**src/source/sdramPkg.sv**
```systemverilog
`default_nettype none

package sdramPkg;

    localparam int NUM_SRC = 2;
    localparam int DATA_W  = 16;
    localparam int BANK_W  = 2;
    localparam int ROW_W   = 13;
    localparam int COL_W   = 9;

    typedef logic [DATA_W-1:0]              data_t;
    typedef logic [BANK_W+ROW_W+COL_W-1:0]  addr_t;   // {bank, row, column}
    typedef logic [$clog2(NUM_SRC)-1:0]     tag_t;    // Index of the issuing source

    typedef struct packed {
        logic  write;
        tag_t  tag;
        addr_t addr;
        data_t data;
    } cmd_t;

    // Pin command as {CS_N, RAS_N, CAS_N, WE_N}
    typedef enum logic [3:0] {
        NOP       = 4'b0111,
        ACTIVE    = 4'b0011,
        READ      = 4'b0101,
        WRITE     = 4'b0100,
        PRECHARGE = 4'b0010,
        REFRESH   = 4'b0001,
        LOAD_MODE = 4'b0000
    } dramCmd_t;

    typedef enum logic [2:0] {
        ST_INIT,
        ST_REF1,
        ST_REF2,
        ST_MODE,
        ST_IDLE,
        ST_ACCESS
    } ioState_t;

endpackage

`default_nettype wire
```
**src/source/fifoSync.sv**
```systemverilog
`timescale 1ns/100ps
`default_nettype none

module fifoSync #(
    parameter int WIDTH      = 8,
    parameter int DEPTH_LOG2 = 2
) (
    input  logic             clk,
    input  logic             rstN,

    input  logic [WIDTH-1:0] writeData,
    input  logic             writeReq,
    output logic             writeAck,

    output logic [WIDTH-1:0] readData,
    output logic             readReq,
    input  logic             readAck
);

    localparam int DEPTH = 2 ** DEPTH_LOG2;

    logic [WIDTH-1:0]      mem [DEPTH];
    logic [DEPTH_LOG2-1:0] wrPtr;
    logic [DEPTH_LOG2-1:0] rdPtr;
    logic [DEPTH_LOG2:0]   count;
    logic                  wrEn;
    logic                  rdEn;

    assign writeAck = count != (DEPTH_LOG2 + 1)'(DEPTH);   // Not full
    assign readReq  = count != '0;                         // Not empty
    assign wrEn     = writeReq && writeAck;
    assign rdEn     = readReq && readAck;
    assign readData = mem[rdPtr];

    always_ff @(posedge clk) begin
        if (wrEn) begin
            mem[wrPtr] <= writeData;
        end
    end

    always_ff @(posedge clk) begin
        if (!rstN) begin
            wrPtr <= '0;
            rdPtr <= '0;
            count <= '0;
        end else begin
            if (wrEn) wrPtr <= wrPtr + 1'b1;
            if (rdEn) rdPtr <= rdPtr + 1'b1;
            case ({wrEn, rdEn})
                2'b10:   count <= count + 1'b1;
                2'b01:   count <= count - 1'b1;
                default: count <= count;
            endcase
        end
    end

    // The writer only pushes when it reserved space a cycle earlier
    assert property (@(posedge clk) disable iff (!rstN) writeReq |-> writeAck)
        else $error("Write into a full FIFO");

    // The reader only takes an entry that it was offered
    assert property (@(posedge clk) disable iff (!rstN) readAck |-> readReq)
        else $error("Read from an empty FIFO");

endmodule

`default_nettype wire

```
**src/source/sdram.sv**
```systemverilog
`timescale 1ns/100ps
`default_nettype none

module sdram
    import sdramPkg::*;
#(
    parameter int tRC        = 9,
    parameter int tRAS       = 6,
    parameter int tRP        = 3,
    parameter int tRCD       = 3,
    parameter int tMRD       = 2,
    parameter int tDPL       = 2,
    parameter int tINIT      = 14250,
    parameter int tREF       = 1114,
    parameter int CAS        = 3,
    parameter int DEPTH_LOG2 = 2
) (
    input  logic               clk,
    input  logic               rstN,
    output logic               initDone,

    input  logic [NUM_SRC-1:0] srcReq,
    input  logic [NUM_SRC-1:0] srcWrite,
    input  addr_t              srcAddr [NUM_SRC],
    input  data_t              srcWrData [NUM_SRC],
    output logic [NUM_SRC-1:0] srcAck,
    output logic [NUM_SRC-1:0] srcRdValid,
    output data_t              srcRdData,

    input  data_t              dramDqIn,
    output data_t              dramDqOut,
    output logic               dramDqOe,
    output logic [ROW_W-1:0]   dramAddr,
    output logic [BANK_W-1:0]  dramBa,
    output logic [1:0]         dramDqm,
    output logic               dramCke,
    output logic               dramCsN,
    output logic               dramRasN,
    output logic               dramCasN,
    output logic               dramWeN
);

    cmd_t  arbCmdData;
    logic  arbCmdReq;
    logic  arbCmdAck;
    cmd_t  ioCmdData;
    logic  ioCmdReq;
    logic  ioCmdAck;
    logic  rdValid;
    tag_t  rdTag;
    data_t rdData;

    sdramArb #(
        .NSRC (NUM_SRC)
    ) arb (
        .clk        (clk),
        .rstN       (rstN),
        .srcReq     (srcReq),
        .srcWrite   (srcWrite),
        .srcAddr    (srcAddr),
        .srcWrData  (srcWrData),
        .srcAck     (srcAck),
        .srcRdValid (srcRdValid),
        .srcRdData  (srcRdData),
        .cmdData    (arbCmdData),
        .cmdReq     (arbCmdReq),
        .cmdAck     (arbCmdAck),
        .rdValid    (rdValid),
        .rdTag      (rdTag),
        .rdData     (rdData)
    );

    // Absorbs requests while the sequencer is busy with init or refresh
    fifoSync #(
        .WIDTH      ($bits(cmd_t)),
        .DEPTH_LOG2 (DEPTH_LOG2)
    ) cmdFifo (
        .clk       (clk),
        .rstN      (rstN),
        .writeData (arbCmdData),
        .writeReq  (arbCmdReq),
        .writeAck  (arbCmdAck),
        .readData  (ioCmdData),
        .readReq   (ioCmdReq),
        .readAck   (ioCmdAck)
    );

    sdramIo #(
        .tRC   (tRC),
        .tRAS  (tRAS),
        .tRP   (tRP),
        .tRCD  (tRCD),
        .tMRD  (tMRD),
        .tDPL  (tDPL),
        .tINIT (tINIT),
        .tREF  (tREF),
        .CAS   (CAS)
    ) io (
        .clk       (clk),
        .rstN      (rstN),
        .initDone  (initDone),
        .cmdData   (ioCmdData),
        .cmdReq    (ioCmdReq),
        .cmdAck    (ioCmdAck),
        .rdValid   (rdValid),
        .rdTag     (rdTag),
        .rdData    (rdData),
        .dramDqIn  (dramDqIn),
        .dramDqOut (dramDqOut),
        .dramDqOe  (dramDqOe),
        .dramAddr  (dramAddr),
        .dramBa    (dramBa),
        .dramDqm   (dramDqm),
        .dramCke   (dramCke),
        .dramCsN   (dramCsN),
        .dramRasN  (dramRasN),
        .dramCasN  (dramCasN),
        .dramWeN   (dramWeN)
    );

endmodule

`default_nettype wire

```
**src/source/sdramArb.sv**
```systemverilog
`timescale 1ns/100ps
`default_nettype none

module sdramArb
    import sdramPkg::*;
#(
    parameter int NSRC = NUM_SRC
) (
    input  logic            clk,
    input  logic            rstN,

    input  logic [NSRC-1:0] srcReq,
    input  logic [NSRC-1:0] srcWrite,
    input  addr_t           srcAddr [NSRC],
    input  data_t           srcWrData [NSRC],
    output logic [NSRC-1:0] srcAck,
    output logic [NSRC-1:0] srcRdValid,
    output data_t           srcRdData,

    output cmd_t            cmdData,
    output logic            cmdReq,
    input  logic            cmdAck,

    input  logic            rdValid,
    input  tag_t            rdTag,
    input  data_t           rdData
);

    logic grantAny;
    tag_t grantIdx;
    logic grant;

    // Lowest index wins, so scan downwards and let later hits overwrite
    always_comb begin
        grantAny = 1'b0;
        grantIdx = '0;
        for (int s = NSRC - 1; s >= 0; s--) begin
            if (srcReq[s]) begin
                grantAny = 1'b1;
                grantIdx = tag_t'(s);
            end
        end
    end

    // No grant while a push is in flight, the FIFO space flag lags by one
    assign grant = grantAny && cmdAck && !cmdReq;

    // ------------------------------------------------------------------------
    // Command side

    always_ff @(posedge clk) begin
        if (!rstN) begin
            srcAck <= '0;
            cmdReq <= 1'b0;
        end else begin
            srcAck <= '0;
            cmdReq <= grant;                      // Push lines up with the ack
            if (grant) srcAck[grantIdx] <= 1'b1;
        end
    end

    always_ff @(posedge clk) begin
        if (grant) begin
            cmdData <= '{write: srcWrite[grantIdx],
                         tag:   grantIdx,
                         addr:  srcAddr[grantIdx],
                         data:  srcWrData[grantIdx]};
        end
    end

    // ------------------------------------------------------------------------
    // Read return

    always_ff @(posedge clk) begin
        if (!rstN) begin
            srcRdValid <= '0;
        end else begin
            for (int s = 0; s < NSRC; s++) begin
                srcRdValid[s] <= rdValid && (rdTag == tag_t'(s));
            end
        end
    end

    always_ff @(posedge clk) begin
        if (rdValid) srcRdData <= rdData;
    end

    // One source at a time, and never two acks in consecutive cycles
    assert property (@(posedge clk) disable iff (!rstN)
        (srcAck != '0) |-> $onehot(srcAck) ##1 (srcAck == '0))
        else $error("Overlapping or back-to-back source acks");

endmodule

`default_nettype wire

```
**src/source/sdramIo.sv**
```systemverilog
`timescale 1ns/100ps
`default_nettype none

module sdramIo
    import sdramPkg::*;
#(
    parameter int tRC   = 9,
    parameter int tRAS  = 6,
    parameter int tRP   = 3,
    parameter int tRCD  = 3,
    parameter int tMRD  = 2,
    parameter int tDPL  = 2,
    parameter int tINIT = 14250,
    parameter int tREF  = 1114,
    parameter int CAS   = 3
) (
    input  logic              clk,
    input  logic              rstN,
    output logic              initDone,

    input  cmd_t              cmdData,
    input  logic              cmdReq,
    output logic              cmdAck,

    output logic              rdValid,
    output tag_t              rdTag,
    output data_t             rdData,

    input  data_t             dramDqIn,
    output data_t             dramDqOut,
    output logic              dramDqOe,
    output logic [ROW_W-1:0]  dramAddr,
    output logic [BANK_W-1:0] dramBa,
    output logic [1:0]        dramDqm,
    output logic              dramCke,
    output logic              dramCsN,
    output logic              dramRasN,
    output logic              dramCasN,
    output logic              dramWeN
);

    function automatic int maxOf(int a, int b);
        return (a > b) ? a : b;
    endfunction

    // Spacing from READ or WRITE to the next command, auto-precharge included
    localparam int WAIT_WR = maxOf(maxOf(tDPL, tRAS - tRCD) + tRP, tRC - tRCD);
    localparam int WAIT_RD = maxOf(maxOf(maxOf(1, tRAS - tRCD) + tRP, tRC - tRCD), CAS + 1);
    localparam int WAIT_W  = $clog2(maxOf(tINIT, maxOf(tRC, WAIT_RD)) + 1);
    localparam int REF_W   = $clog2(tREF + 1);

    localparam logic [ROW_W-1:0] AP_BIT    = ROW_W'(1 << 10);  // A10
    // Burst length 1, sequential, CAS latency in A6..A4
    localparam logic [ROW_W-1:0] MODE_WORD = {6'b0, 3'(CAS), 1'b0, 3'b000};

    typedef logic [WAIT_W-1:0] wait_t;

    function automatic wait_t waitLoad(int n);
        return (n > 1) ? wait_t'(n - 1) : '0;
    endfunction

    ioState_t         state;
    wait_t            waitCnt;
    logic [REF_W-1:0] refCnt;
    logic             refDue;
    logic             refStart;
    cmd_t             cmdReg;
    dramCmd_t         dramCmd;
    logic [CAS-1:0]   rdPipeValid;
    tag_t             rdPipeTag [CAS];

    assign {dramCsN, dramRasN, dramCasN, dramWeN} = dramCmd;
    assign dramCke  = 1'b1;                 // No power-down or self-refresh
    assign refStart = (state == ST_IDLE) && (waitCnt == '0) && refDue;
    assign cmdAck   = (state == ST_IDLE) && (waitCnt == '0) && !refDue && cmdReq;

    // ------------------------------------------------------------------------
    // Sequencer

    always_ff @(posedge clk) begin
        if (!rstN) begin
            state    <= ST_INIT;
            waitCnt  <= waitLoad(tINIT);
            initDone <= 1'b0;
            dramCmd  <= NOP;
            dramDqOe <= 1'b0;
            dramDqm  <= 2'b11;
        end else begin
            dramCmd  <= NOP;
            dramDqOe <= 1'b0;
            if (waitCnt != '0) begin
                waitCnt <= waitCnt - 1'b1;
            end else begin
                case (state)
                    ST_INIT: begin
                        dramCmd  <= PRECHARGE;
                        dramAddr <= AP_BIT;             // All banks
                        waitCnt  <= waitLoad(tRP);
                        state    <= ST_REF1;
                    end
                    ST_REF1, ST_REF2: begin
                        dramCmd <= REFRESH;
                        waitCnt <= waitLoad(tRC);
                        state   <= (state == ST_REF1) ? ST_REF2 : ST_MODE;
                    end
                    ST_MODE: begin
                        dramCmd  <= LOAD_MODE;
                        dramBa   <= '0;
                        dramAddr <= MODE_WORD;
                        dramDqm  <= 2'b00;
                        waitCnt  <= waitLoad(tMRD);
                        initDone <= 1'b1;
                        state    <= ST_IDLE;
                    end
                    ST_IDLE: begin
                        if (refDue) begin
                            dramCmd <= REFRESH;
                            waitCnt <= waitLoad(tRC);
                        end else if (cmdReq) begin
                            dramCmd  <= ACTIVE;
                            dramBa   <= cmdData.addr[COL_W+ROW_W +: BANK_W];
                            dramAddr <= cmdData.addr[COL_W +: ROW_W];
                            cmdReg   <= cmdData;
                            waitCnt  <= waitLoad(tRCD);
                            state    <= ST_ACCESS;
                        end
                    end
                    ST_ACCESS: begin
                        dramCmd   <= cmdReg.write ? WRITE : READ;
                        dramAddr  <= ROW_W'(cmdReg.addr[COL_W-1:0]) | AP_BIT;
                        dramDqOut <= cmdReg.data;
                        dramDqOe  <= cmdReg.write;
                        waitCnt   <= waitLoad(cmdReg.write ? WAIT_WR : WAIT_RD);
                        state     <= ST_IDLE;
                    end
                    default: state <= ST_INIT;
                endcase
            end
        end
    end

    // Refresh interval counter, running once the device is set up
    always_ff @(posedge clk) begin
        if (!rstN) begin
            refCnt <= REF_W'(tREF - 1);
            refDue <= 1'b0;
        end else if (initDone) begin
            if (refStart) refDue <= 1'b0;
            if (refCnt == '0) begin
                refCnt <= REF_W'(tREF - 1);
                refDue <= 1'b1;
            end else begin
                refCnt <= refCnt - 1'b1;
            end
        end
    end

    // ------------------------------------------------------------------------
    // Read data capture

    always_ff @(posedge clk) begin
        if (!rstN) begin
            rdPipeValid <= '0;
            rdValid     <= 1'b0;
        end else begin
            rdPipeValid <= {rdPipeValid[CAS-2:0], dramCmd == READ};
            rdValid     <= rdPipeValid[CAS-1];
        end
    end

    always_ff @(posedge clk) begin
        rdPipeTag[0] <= cmdReg.tag;
        for (int i = 1; i < CAS; i++) begin
            rdPipeTag[i] <= rdPipeTag[i-1];
        end
        if (rdPipeValid[CAS-1]) begin
            rdTag  <= rdPipeTag[CAS-1];
            rdData <= dramDqIn;                 // Device drives this cycle
        end
    end

    // The controller must not drive DQ while a read word is on its way back
    assert property (@(posedge clk) disable iff (!rstN) (rdPipeValid != '0) |-> !dramDqOe)
        else $error("DQ driven inside a read CAS window");

endmodule

`default_nettype wire

```
**config.mk**
```make
export PLATFORM = sky130hd
export DESIGN_NAME = sdram
export DESIGN_NICKNAME = d
export VERILOG_FILES = /design/src/source/sdramPkg.sv /design/src/source/fifoSync.sv /design/src/source/sdram.sv /design/src/source/sdramArb.sv /design/src/source/sdramIo.sv
export SDC_FILE = /design/constraint.sdc
export NUM_CORES = 1
export LEC_CHECK = 0
export ABC_AREA = 0
export BUFFER_PORTS_ARGS = -buffer_cell sky130_fd_sc_hd__buf_2
export CORE_UTILIZATION = 30
export DETAILED_ROUTE_END_ITERATION = 10
export PLACE_DENSITY_LB_ADDON = 0.05
export SLEW_MARGIN = 40
export SYNTH_ARGS = -nofsm -noshare
export SYNTH_HDL_FRONTEND = slang
export SYNTH_SLANG_ARGS = --single-unit
```
**constraint.sdc**
```tcl
create_clock -name clk -period 6 [get_ports clk]
set_input_delay 0.9 -clock clk [delete_from_list [all_inputs] [get_ports clk]]
set_output_delay 0.9 -clock clk [all_outputs]
set_load 0.03 [all_outputs]
```
---- Word level (Yosys, flattened, before mapping) ----
Memory sizes are Yosys's and may differ from the RTL's. A register that Yosys moved wholly into a read port is not among the register bits.
Cells that the tools add are included.
word-level totals
  bits in registers ....................... 185
  RAM bits ................................ 171
  input bits .............................. 102
  output and inout port bits .............. 60
  word-level logic and storage cells ...... 133
  memories kept ........................... 2
memory list
  name          words  bits a word  rd ports  clocked after memory_dff  write ports  line            source
  cmdFifo.mem   4      42           1         1                         1            fifoSync.sv:22  logic [WIDTH-1:0] mem [DEPTH];
  io.rdPipeTag  3      1            3         1                         3            sdramIo.sv:70   tag_t rdPipeTag [CAS];
operators by class
  $add $sub $neg .......................... 6
  order comparisons ....................... 3
  equal/unequal tests ..................... 12
  multiplexer cells ....................... 39
  bitwise gates (word level) .............. 6
  reductions and logical operators ........ 36
operators by type and width
  operator                                                               number
  24-bit 2-to-1 mux                                                      3
  14-bit case mux with 5 select lines                                    1
  13-bit case mux with 4 select lines                                    1
  16-bit 2-to-1 mux                                                      3
  14-bit 2-to-1 mux                                                      3
  13-bit 2-to-1 mux                                                      2
  4-bit case mux with 5 select lines                                     1
  5-bit AND reduction                                                    3
  14-bit zero test                                                       1
  14-bit nonzero test                                                    1
  14-bit by 1-bit subtractor with 14-bit output, second input constant   1
  1-bit 2-to-1 mux                                                       12
  3-bit case mux with 4 select lines                                     1
  1-bit logical AND                                                      11
  11-bit zero test                                                       1
  11-bit 2-to-1 mux                                                      1
  11-bit by 1-bit subtractor with 11-bit output, second input constant   1
  3-bit 2-to-1 mux                                                       3
  2-bit 2-to-1 mux                                                       4
  2-bit AND reduction                                                    4
  3-bit by 2-bit equality test with 1-bit output, second input constant  2
  3-bit equality test, second input constant                             2
  3-bit case mux with 2 select lines                                     1
  3-bit AND reduction                                                    2
  other kinds (26)                                                       37

---- Depth between registers and ports, before layout ----
  word-level depth ........................ 7
  gate-level depth with buffers ........... 10

---- Modules after synthesis ----
From an unflattened synthesis, not the netlist that was laid out.
second synthesis, totals
  cells, all modules ...................... 712
  area, all modules ....................... 13,595.5 um^2
modules (own cells, without submodules)
  module    times used  cells each  area each (um^2)  sequential area each (um^2)
  fifoSync  1           272         6,606.3           5,225.0
  sdramIo   1           322         4,395.5           3,093.0
  sdramArb  1           118         2,593.7           1,841.8

---- Least setup slack after synthesis ----
OpenSTA, ideal clock, no wires.
  path kind ............................... input port to flip-flop
  start ................................... in srcReq[1]
  end ..................................... reg arb.cmdData[0] in the netlist's numbering (enable)
  arrival time ............................ 4.185 ns
  slack ................................... 1.306 ns
  cell stages on the path ................. 2
  path through ............................ nor2_1 > a211oi_1
on the way
  word-level cells in the longest chain between the ends .. 4
ends and longest elaborated chain
  element                         line            source
  start: declaration              sdram.sv:22     input logic [NUM_SRC-1:0] srcReq,
  1-bit 2-to-1 mux (2 in a row)   sdramArb.sv:38  if (srcReq[s]) begin
  1-bit logical AND (2 in a row)  sdramArb.sv:46  assign grant = grantAny && cmdAck && !cmdReq;
  net arb.grant                   sdramArb.sv:31  logic grant;
  end signal: assignment          sdramArb.sv:64  cmdData <= '{write: srcWrite[grantIdx],
  end: declaration                sdramArb.sv:20  output cmd_t cmdData,
The timed path passes the listed nets, and every way through them passes these cells.
A chain may end at the register's enable or synchronous reset.

---- Worst setup path after layout ----
  start ................................... reg io.state[2]
  end ..................................... reg cmdFifo.count[2]
on the way
  word-level cells in the longest chain between the ends .. 7
  elaborated cells between the ends (all ways) .. 9
  classes of those cells .................. 3 x eq/ne; 1 x mux; 5 x reduce/logical
ends and longest elaborated chain
  element                                                                                       line            source
  start: declaration                                                                            sdramIo.sv:62   ioState_t state;
  start signal: assignment                                                                      sdramIo.sv:104  state <= (state == ST_REF1) ? ST_REF2 : ST_MODE;
  3-bit equality test *                                                                         sdramIo.sv:75   assign cmdAck = (state == ST_IDLE) && (waitCnt == '0) && !refDue && cmdReq;
  1-bit logical AND * (3 in a row)                                                              sdramIo.sv:75
  1-bit logical AND *                                                                           fifoSync.sv:32  assign rdEn = readReq && readAck;
  net cmdFifo.rdEn                                                                              fifoSync.sv:27  logic rdEn;
  2-bit by 1-bit equality test with 1-bit output / 2-bit equality test (equally long branches)  fifoSync.sv:49  case ({wrEn, rdEn})
  3-bit case mux with 2 select lines / 2-bit nonzero test (equally long branches)               -
  end signal: assignment                                                                        fifoSync.sv:50  2'b10: count <= count + 1'b1;
  end signal: assignment                                                                        fifoSync.sv:51  2'b01: count <= count - 1'b1;
  end signal: assignment                                                                        fifoSync.sv:52  default: count <= count;
  end: declaration                                                                              fifoSync.sv:25  logic [DEPTH_LOG2:0] count;
Mark *: on every way through the listed nets, which the timed path passes. The rest lies on a longest branch.

==> metrics.txt <==
Final setup viols 0; worst slew pin tran 0.7864 ns; FF+latch area 0.01016 mm²; ys async rst share 0; Cell Area, Synth 0.01329 mm²; Worst Hold Class reg2reg; #FFs+latches synth 357; CTS tree yes; vias in the first global route 7231; Setup WS pre-CTS 3.068 ns; Final Cycle Share 0.4908; Cell Rows 76; first-pass GRT wire length 42.95 mm; slowest stage delay, CP 0.62 ns; crit path DAT 3.41 ns; Routability Congestion 0.7726; Critical Path Slowest Stage Cell dfxtp_1; Setup crit end kind register; sequential share of power 0.520; PwrDens 337.4 mW/mm²; Seq/Total Area, Yosys 0.7645; Max Clk Rate 339.6 MHz; DP HPWL 17.53 mm; largest net degree at the start of global routing 45; ys flop type edfxtp_1; Routed Antenna Nets 0; Avg WL per Cell 18.58 µm; drt initial violations 461; footprint of the multi-input gates 0.002929 mm²; Hold Crit Depth 0; Crit Path Class reg2reg; Initial Util 0.3065; max-slew violation count 0; gr usage total 0.1283; TritonCTS Buffers 40; CTS root buf clkbuf_16; Fin Setup TNS 0 ns; Via density 4.483; cts hold-fix bufs 0; die height 212.5 µm; fillers 4091; syn nets 844; gr ovfl total 0; switching share of power 0.2015; Ys Warns 0; via count 6845; nets@finish 1023; Mapped Cells 733; Worst R2R Start io.state[2]$_SDFFE_PN0P_; number of max-cap violations 0; Setup Skew 0.02096 ns; Syn Area/Cell 18.13 µm²; Comb power frac 0.034; die width 212.5 µm; sequence of cells on the critical path or3b_1, or3_4, nor3_4, ha_1, fa_1, xnor2_1, or3_1, a21oi_1; Critical Path Start io.state[2]$_SDFFE_PN0P_; count of different cell masters after synthesis 61; Worst Path Max Fanout 16; minimum clock period 2.945 ns; Final Hold Viols 0; Hold EP io.rdPipeTag[1]$_DFF_P_; Max H-tree Level 2; DRT Pass-1 Iters 4; clock tree sinks 357; setup bufs post-CTS 0; RSZ-0062 raised after global routing no; CP Launch Type register; P&R area growth vs syn 21.42%; Worst EP required 6.46 ns; antenna violations before repair 0; DIE AREA 0.04515 mm²; # DRC 0; core area 0.04336 mm²; ANT cells 0; number of synthesized flops with an enable pin 301; Clock Power Share 0.446; io pins 162; hold path startpoint io.rdPipeTag[0]$_DFF_P_; Worst-Skew Late Latency 0.54 ns; NetSw 1.097 mW; Pint 4.348 mW; Worst R2R Setup Slack 3.06 ns; clk buf depth 3; LEAKAGE 5.550 nW; DRT Wirelength 28.37 mm; PostCTS Resize Cnt 0; Max VDD drop 0.1599 mV; status completed; worst r2r path cells 8; clock-pin slew on the worst setup and hold paths 0.06 ns; setup ws final 3.055 ns; worst r2r dst cmdFifo.count[2]$_SDFFE_PN0P_; Worst slew margin 0.4750; layout cells sized above 1 0.3514; Buffers on Ports 159; post-layout utilization of the core 0.3721
[critical path, delay by kind of cell (launching register included)]
kind                     cells  cell delay, ns
AND/OR/NAND/NOR              4            1.60
AO/OA/AOI/OAI                1            0.14
flip-flops                   1            0.62
adder cells (fa/ha/maj)      2            0.44
XOR/XNOR                     1            0.09
[kinds of logic (layout without fill, tap and decap cells)]
group	after synthesis	after routing	synth area share
DFF	357	357	0.7645
and+or+nand+nor	140	140	0.05573
muxes	89	89	0.1105
AOI/OAI and AO/OA	65	65	0.03097
buffers and inverters	55	264	0.01817
xor gates and xnor gates	16	16	0.01054
adders and majority gates	9	9	0.009038
other	2	2	0.0005651
[through the flow]
step	cells	area, µm²	hold slack [ns]	power (mW)
2_1_floorplan	733	13290	0.3096	2.978
4_1_cts	1527	16140	0.3190	5.528
3_3_place_gp	1452	14770	0.3161	3.065
6_report	1527	16140	0.3218	5.445
3_5_place_dp	1455	14820	0.3136	3.075
5_1_grt	1527	16140	0.3343	5.639
[Yosys cell counts (3+ instances only)]
cell type,number,area (µm²)
buf_2,7,35.03
dfxtp_1,56,1121
ha_1,8,100.1
and3_1,3,18.77
inv_1,21,78.83
nor2_1,29,108.9
mux4_2,42,945.9
edfxtp_1,301,9039
o21ai_0,18,90.09
xor2_1,10,87.58
a211oi_1,3,22.52
nand3_1,11,55.05
or3_1,4,25.02
nand2_1,38,142.6
a21oi_1,18,90.09
clkbuf_1,20,75.07
buf_4,3,22.52
nor3_1,10,50.05
mux2i_1,5,50.05
nor4_1,6,37.54
o21a_1,5,37.54
nor2b_1,10,62.56
mux2_2,42,473.0
and2_1,9,56.30
nand2b_1,3,18.77
xnor2_1,6,52.55
[how the worst max path moves through the flow]
| stage | depth (start not counted) | endpoint | slack, ns |
|---|---|---|---|
| 6_report | 8 | cmdFifo.count[2]$_SDFFE_PN0P_ | 3.06 |
| 5_1_grt | 8 | cmdFifo.count[2]$_SDFFE_PN0P_ | 2.92 |
| 3_3_place_gp | 3 | io.cmdReg[10]$_DFFE_PP_ | 3.01 |
| 4_1_cts | 8 | cmdFifo.count[2]$_SDFFE_PN0P_ | 3.08 |
| 3_5_place_dp | 8 | cmdFifo.count[2]$_SDFFE_PN0P_ | 3.07 |
| 2_1_floorplan | 2 | arb.cmdData[0]$_DFFE_PP_ | 1.31 |
[cell type report]
type                    count  share of cell area
repair buffers            171             0.05691
flip-flops and latches    357              0.6299
clock inverters            18             0.01225
well taps                 585             0.04536
inverters                  21            0.004885
clock buffers              54             0.06916
multi-input cells         321              0.1815
[power by group through the flow]
stage                     Combinational (mW)  Clock (mW)  Sequential, mW
final                                  0.185        2.43            2.83
after global routing                   0.205        2.59            2.84
after CTS                              0.192        2.50            2.83
after detailed placement               0.190           0            2.89
after global placement                 0.186           0            2.88
after floorplan                        0.108           0            2.87
[flip-flops by register name (all words and copies together) (netlist names), 3 cells and up, named ones only]
| name | count |
|---|---|
| arb.cmdData | 42 |
| io.waitCnt | 14 |
| io.dramAddr | 13 |
| io.rdData | 16 |
| io.dramDqOut | 16 |
| io.dramCmd | 3 |
| io.rdPipeTag | 3 |
| io.refCnt | 11 |
| io.state | 3 |
| io.cmdReg | 27 |
| cmdFifo.count | 3 |
| arb.srcRdData | 16 |
| io.rdPipeValid | 3 |
| cmdFifo.mem | 168 |
[routing by layer]
metal  vias up  track usage  share of wire
li1       3188            -              -
met1      3443       0.1666           0.45
met2       164       0.2095           0.48
met3        50      0.02747          0.047
met4         0      0.04986          0.030
met5         -            0              0
[cells in the final DEF (no fill, tap or decap), drive strengths merged, types with 3 or more instances in the layout]
cell type    n
edfxtp     301
buf        171
dfxtp       56
clkbuf      54
mux4        42
mux2        42
nand2       38
nor2        29
inv         21
o21ai       19
a21oi       18
clkinv      14
nand3       12
nor3        12
xor2        10
nor2b       10
and2         9
ha           8
nor4         8
xnor2        6
o21a         5
mux2i        5
or3          5
bufinv       4
nand2b       3
and3         3
a211oi       3
No activity file was read; power rests on OpenSTA's default activity.
